**src/vpu_pkg.sv**
```systemverilog
//================================================
// Types shared by the SIMD execution cluster
// Lane data slice, element width and opcodes
// Issue-to-result latency and element-size helpers
//================================================
package vpu_pkg;

    typedef logic [63:0] bus64_t;               // One lane's slice of a vector register

    typedef enum logic [1:0] {
        SEW_8  = 2'b00,
        SEW_16 = 2'b01,
        SEW_32 = 2'b10,
        SEW_64 = 2'b11
    } sew_t;

    typedef enum logic [4:0] {
        VADD  = 5'd0,
        VSUB  = 5'd1,
        VMUL  = 5'd2,
        VMACC = 5'd3,
        VMADD = 5'd4,
        VMIN  = 5'd5,
        VMINU = 5'd6,
        VMAX  = 5'd7,
        VMAXU = 5'd8,
        VSLL  = 5'd9,
        VSRL  = 5'd10,
        VSRA  = 5'd11,
        VAND  = 5'd12,
        VOR   = 5'd13,
        VXOR  = 5'd14,
        VID   = 5'd15
    } instr_type_t;

    localparam int EXE_LATENCY = 2;             // Cycles from issue to valid_o

    function automatic int unsigned sew_bits(input sew_t sew);
        return 32'd8 << sew;                    // 8, 16, 32 or 64
    endfunction

    // All ones over the low element of the given width
    function automatic bus64_t sew_mask(input sew_t sew);
        return (sew == SEW_64) ? '1 : ((64'd1 << sew_bits(sew)) - 64'd1);
    endfunction

endpackage

```
**src/exe_pipe.sv**
```systemverilog
//================================================
// exe_pipe: instruction delay line of the cluster
// Carries valid, opcode, width and operands to
// the output select of every lane
//================================================
`timescale 1ns/1ps

module exe_pipe #(
    parameter int NUM_LANES = 2
) (
    input  logic                    clk_i,
    input  logic                    rstn_i,
    input  logic                    valid_i,
    input  vpu_pkg::instr_type_t    instr_type_i,
    input  vpu_pkg::sew_t           sew_i,
    input  logic [NUM_LANES*64-1:0] data_vs1_i,
    input  logic [NUM_LANES*64-1:0] data_vs2_i,
    input  logic [NUM_LANES*64-1:0] data_old_vd_i,
    output logic                    sel_valid_o,
    output vpu_pkg::instr_type_t    sel_instr_type_o,
    output vpu_pkg::sew_t           sel_sew_o,
    output logic [NUM_LANES*64-1:0] sel_vs1_o,
    output logic [NUM_LANES*64-1:0] sel_vs2_o,
    output logic [NUM_LANES*64-1:0] sel_old_vd_o
);
    import vpu_pkg::*;

    typedef struct packed {
        logic                    valid;
        instr_type_t             instr_type;
        sew_t                    sew;
        logic [NUM_LANES*64-1:0] vs1;
        logic [NUM_LANES*64-1:0] vs2;
        logic [NUM_LANES*64-1:0] old_vd;
    } stage_t;

    stage_t stage_d;
    stage_t stage_q [EXE_LATENCY];              // Last entry drives the lanes

    assign stage_d = '{valid_i, instr_type_i, sew_i, data_vs1_i, data_vs2_i, data_old_vd_i};

    always_ff @(posedge clk_i or negedge rstn_i) begin
        if (!rstn_i) begin
            for (int s = 0; s < EXE_LATENCY; s++) begin
                stage_q[s] <= '0;
            end
        end else begin
            stage_q[0] <= stage_d;
            for (int s = 1; s < EXE_LATENCY; s++) begin
                stage_q[s] <= stage_q[s-1];
            end
        end
    end

    assign sel_valid_o      = stage_q[EXE_LATENCY-1].valid;
    assign sel_instr_type_o = stage_q[EXE_LATENCY-1].instr_type;
    assign sel_sew_o        = stage_q[EXE_LATENCY-1].sew;
    assign sel_vs1_o        = stage_q[EXE_LATENCY-1].vs1;
    assign sel_vs2_o        = stage_q[EXE_LATENCY-1].vs2;
    assign sel_old_vd_o     = stage_q[EXE_LATENCY-1].old_vd;

endmodule

```
**config.mk**
```make
export PLATFORM = sky130hd
export DESIGN_NAME = exe_pipe
export DESIGN_NICKNAME = d
export VERILOG_FILES = /design/src/vpu_pkg.sv /design/src/exe_pipe.sv
export SDC_FILE = /design/constraint.sdc
export NUM_CORES = 1
export LEC_CHECK = 0
export ABC_AREA = 1
export BUFFER_PORTS_ARGS = -buffer_cell sky130_fd_sc_hd__buf_2
export CAP_MARGIN = 20
export CORE_UTILIZATION = 25
export DETAILED_ROUTE_END_ITERATION = 12
export GPL_TIMING_DRIVEN = 0
export PLACE_DENSITY = 0.43
export SETUP_SLACK_MARGIN = 0.05
export SLEW_MARGIN = 15
export SYNTH_ARGS = -nofsm -noshare
export SYNTH_HDL_FRONTEND = slang
export SYNTH_SLANG_ARGS = --single-unit
```
**constraint.sdc**
```tcl
create_clock -name clk_i -period 2.25 [get_ports clk_i]
set_clock_uncertainty 0.2 [all_clocks]
set_input_delay 0.3375 -clock clk_i [delete_from_list [all_inputs] [get_ports clk_i]]
set_output_delay 0.3375 -clock clk_i [all_outputs]
set_load 0.03 [all_outputs]
```
==> impl.org <==
** STA
- Setup repair after global routing missed its margin :: false
- The hold violation count in the final report is 132.
- Final setup fails :: 0
- Final worst path period share :: 83.6%
- Final min period :: 1.88 ns
- In this run the tightest slew margin relative to its limit is 60.8%.
- Highest clock frequency the design can meet :: 532 MHz
- Number of max-slew violations in the final report :: 0
- Worst hold margin :: -0.489 ns
- Worst Max-Slew Pin Slew :: 0.589 ns

** Final layout
- Area used by multi-input combinational logic :: 0 sq um
- Layout Cell Area excl Fill :: 0.0349 sq mm
- Fraction of final layout cells sized beyond drive strength 1 :: 52.5%
- Net count of the finished layout :: 2,842
- The area growth from synthesis to layout is 54.8%.
- Share of the core filled with cells in the final layout :: 39.3%
- #MultiIn Comb :: 0
- Most used cells in the layout excluding fill and tap cells :: sky130_fd_sc_hd__buf_2 (784), sky130_fd_sc_hd__dfrtp_1 (784), sky130_fd_sc_hd__dlygate4sd3_1 (392)

** Drt
- DR DRC count :: 0
- In this run the remaining antenna-violating nets after routing total 0.
- After detailed routing, the average wire length per cell comes to 15.3 um.
- Via density per instance :: 3.49
- The first detailed-routing pass ran for 4 iterations.
- Summed over all layers, the routed wires come to 56.2 mm.
- Total number of vias :: 12,800
- Number of DRC violations after detailed-routing iteration 0 :: 412

** Clock network
- CTS tree :: yes
- Number of buffers added for setup after CTS :: 0
- The number of hold buffers added after CTS was 393.
- The longest clock path from root to sink contains 3 buffers.
- Clock transition at the registers of the reported paths :: 0.06 ns
- Max H-tree Level :: 3
- Resized cells post-CTS :: 0
- Library cell used as clock root buffer :: sky130_fd_sc_hd__clkbuf_16
- Sink count of the clock tree :: 784
- At the later pin of the worst-skew pair, clock insertion delay measures 0.61 ns.
- Inserted Clock Buffers :: 85

** Status
- The run finished, with violations left.
- The final reports fail on hold timing.

** Synthesis
- The portion of synthesized area spent on multiplexers is 0%.
- The mapped netlist covers 0.0226 sq mm.
- After Yosys synthesis, and, or, nand and nor cells account for 0% of the synthesized area.
- After Yosys synthesis, XOR and XNOR cells account for 0% of the synthesized area.
- The synthesized design contains 784 register bits.
- Yosys mapped the design onto 2 distinct sky130hd cell types.
- After synthesis, the largest area contributor takes up 87.0% of total cell area.
- By area, the combinational part of the netlist is dominated by buffers and inverters.
- Syn Area/Cell :: 19.2 sq um
- Dominant cell type by area after synthesis :: sky130_fd_sc_hd__dfrtp_1
- Yosys synthesis warning count :: 0
- Net count of the mapped netlist :: 1,569
- After technology mapping, the gate count stands at 1,175.
- Leading cell types by total area after synthesis :: sky130_fd_sc_hd__dfrtp_1 (87%), sky130_fd_sc_hd__buf_4 (13%)
- Adder and majority gate portion of the synthesized area :: 0%
- Seq/Total Area, Yosys :: 87.0%
- Compound-Gate Fraction of Synth Area :: 0%

** Power
- For this design the static power due to leakage is 0.0172 uW.
- For this design the ratio of total power to cell area is 909 mW/mm^2.
- Across the VDD grid, the largest voltage drop is 0.000679 V.

** Placed design
- Once placement finished, the instance area stood at 0.0282 sq mm.
- GPL Wtd Cong :: 0.776
- Detailed placement ended at an HPWL of 40.8 mm.
- Input and output buffers added on the ports amount to 785.

** GRT
- Entering global routing, the biggest net connects 111 pins.
- Wire length of the first global-routing pass :: 83.2 mm
- The initial antenna violation count was 8.
- The number of global-route vias before repair is 14,700.
- Global routing used 12.1% of the available tracks.
- Remaining global-route overflow :: 0

** Worst setup path
- The worst register-to-register path ends at sel_vs1_o[115]$_DFF_PN0_.
- The worst setup path is of the flop to output pin kind.
- Type of origin of the critical path :: flop
- Data required time at the worst endpoint :: 1.71 ns
- The worst register-to-register path has a depth of 0.
- The startpoint identified for the worst register-to-register timing path is stage_q[763]$_DFF_PN0_.
- Along the worst path, the maximum fanout reaches 1.
- CP endpoint kind :: output pin
- Setup slack on the worst reg-to-reg path comes out at 1.50 ns.
- For the worst setup path, the data arrival time is 1.34 ns.

** Floorplan
- The die is 302 um wide.
- FP Rows :: 109
- From bottom edge to top edge, the die measures 302 um.
- Pin placement for this block handled 786 I/O pins.
- Die footprint :: 0.0914 sq mm
- Total core area :: 0.0889 sq mm
- The initial utilization of the core area, before any placement, comes to 25.4%.

** Hold path
- The path class of the tightest hold or removal check is input pin to asynchronous set/reset pin.

** Flow run
- Max-capacitance violation count :: 0
==> state kept, by name, summed over array words and instances, names as in the netlist <==
name	count
stage_q	392
sel_old_vd_o	128
sel_vs1_o	128
sel_vs2_o	128
sel_instr_type_o	5
sel_sew_o	2
sel_valid_o	1
==> cells by family (layout without fill, tap and decap cells) <==
logic type | after synthesis | count (layout)
other | 0 | 1
buffers and inverters | 391 | 1723
flip-flops | 784 | 784
==> how the worst max path moves through the flow <==
stage / startpoint / endpoint
global placement: rstn_i / stage_q[509]$_DFF_PN0_
CTS: sel_vs2_o[13]$_DFF_PN0_ / sel_vs2_o[13]
global route: sel_vs2_o[13]$_DFF_PN0_ / sel_vs2_o[13]
detailed placement: rstn_i / stage_q[650]$_DFF_PN0_
floorplan: sel_instr_type_o[0]$_DFF_PN0_ / sel_instr_type_o[0]
finish: sel_old_vd_o[81]$_DFF_PN0_ / sel_old_vd_o[81]
==> critical path, cell delays in order, from the launching register on <==
cell and delay [ns]:
sky130_fd_sc_hd__dfrtp_1 0.42, sky130_fd_sc_hd__buf_4 0.15, sky130_fd_sc_hd__buf_2 0.16
==> cell type report <==
type / count / area (sq um)
fill: 8428 / 54000
sequential: 784 / 19600
timing repair buffer: 1186 / 8100
buffer: 391 / 2940
clock buffer: 129 / 2630
tap: 1165 / 1460
clock inverter: 17 / 180
antenna: 1 / 2.50
==> through the flow <==
stage	total power, uW	worst slack [ns]	setup TNS (ns)	hold slack (ns)	std cells
2_1_floorplan	16500	1.22	0	-0.158	1175
3_3_place_gp	17600	-15.49	-	0.131	3125
3_5_place_dp	17700	-0.183	-28.96	0.135	3133
4_1_cts	32400	0.255	0	-0.544	3672
5_1_grt	33100	0.234	0	-0.507	3673
6_report	31700	0.369	0	-0.489	3673
==> per-layer routing <==
metal	up-vias	global-route usage (%)	part of all wire (%)
met5	-	0	0.18
met3	124	5.09	8.8
met4	14	4.35	3.1
met1	6429	12.5	34
li1	5774	-	-
met2	468	21.9	53
==> power breakdown <==
group / switching (uW) / internal (uW)
clock network: 5410 / 8350
registers: 210 / 14800
logic: 1550 / 1380
==> Yosys cell counts <==
cell type and number:
sky130_fd_sc_hd__buf_4 391, sky130_fd_sc_hd__dfrtp_1 784
No activity file was read; power rests on OpenSTA's default activity.
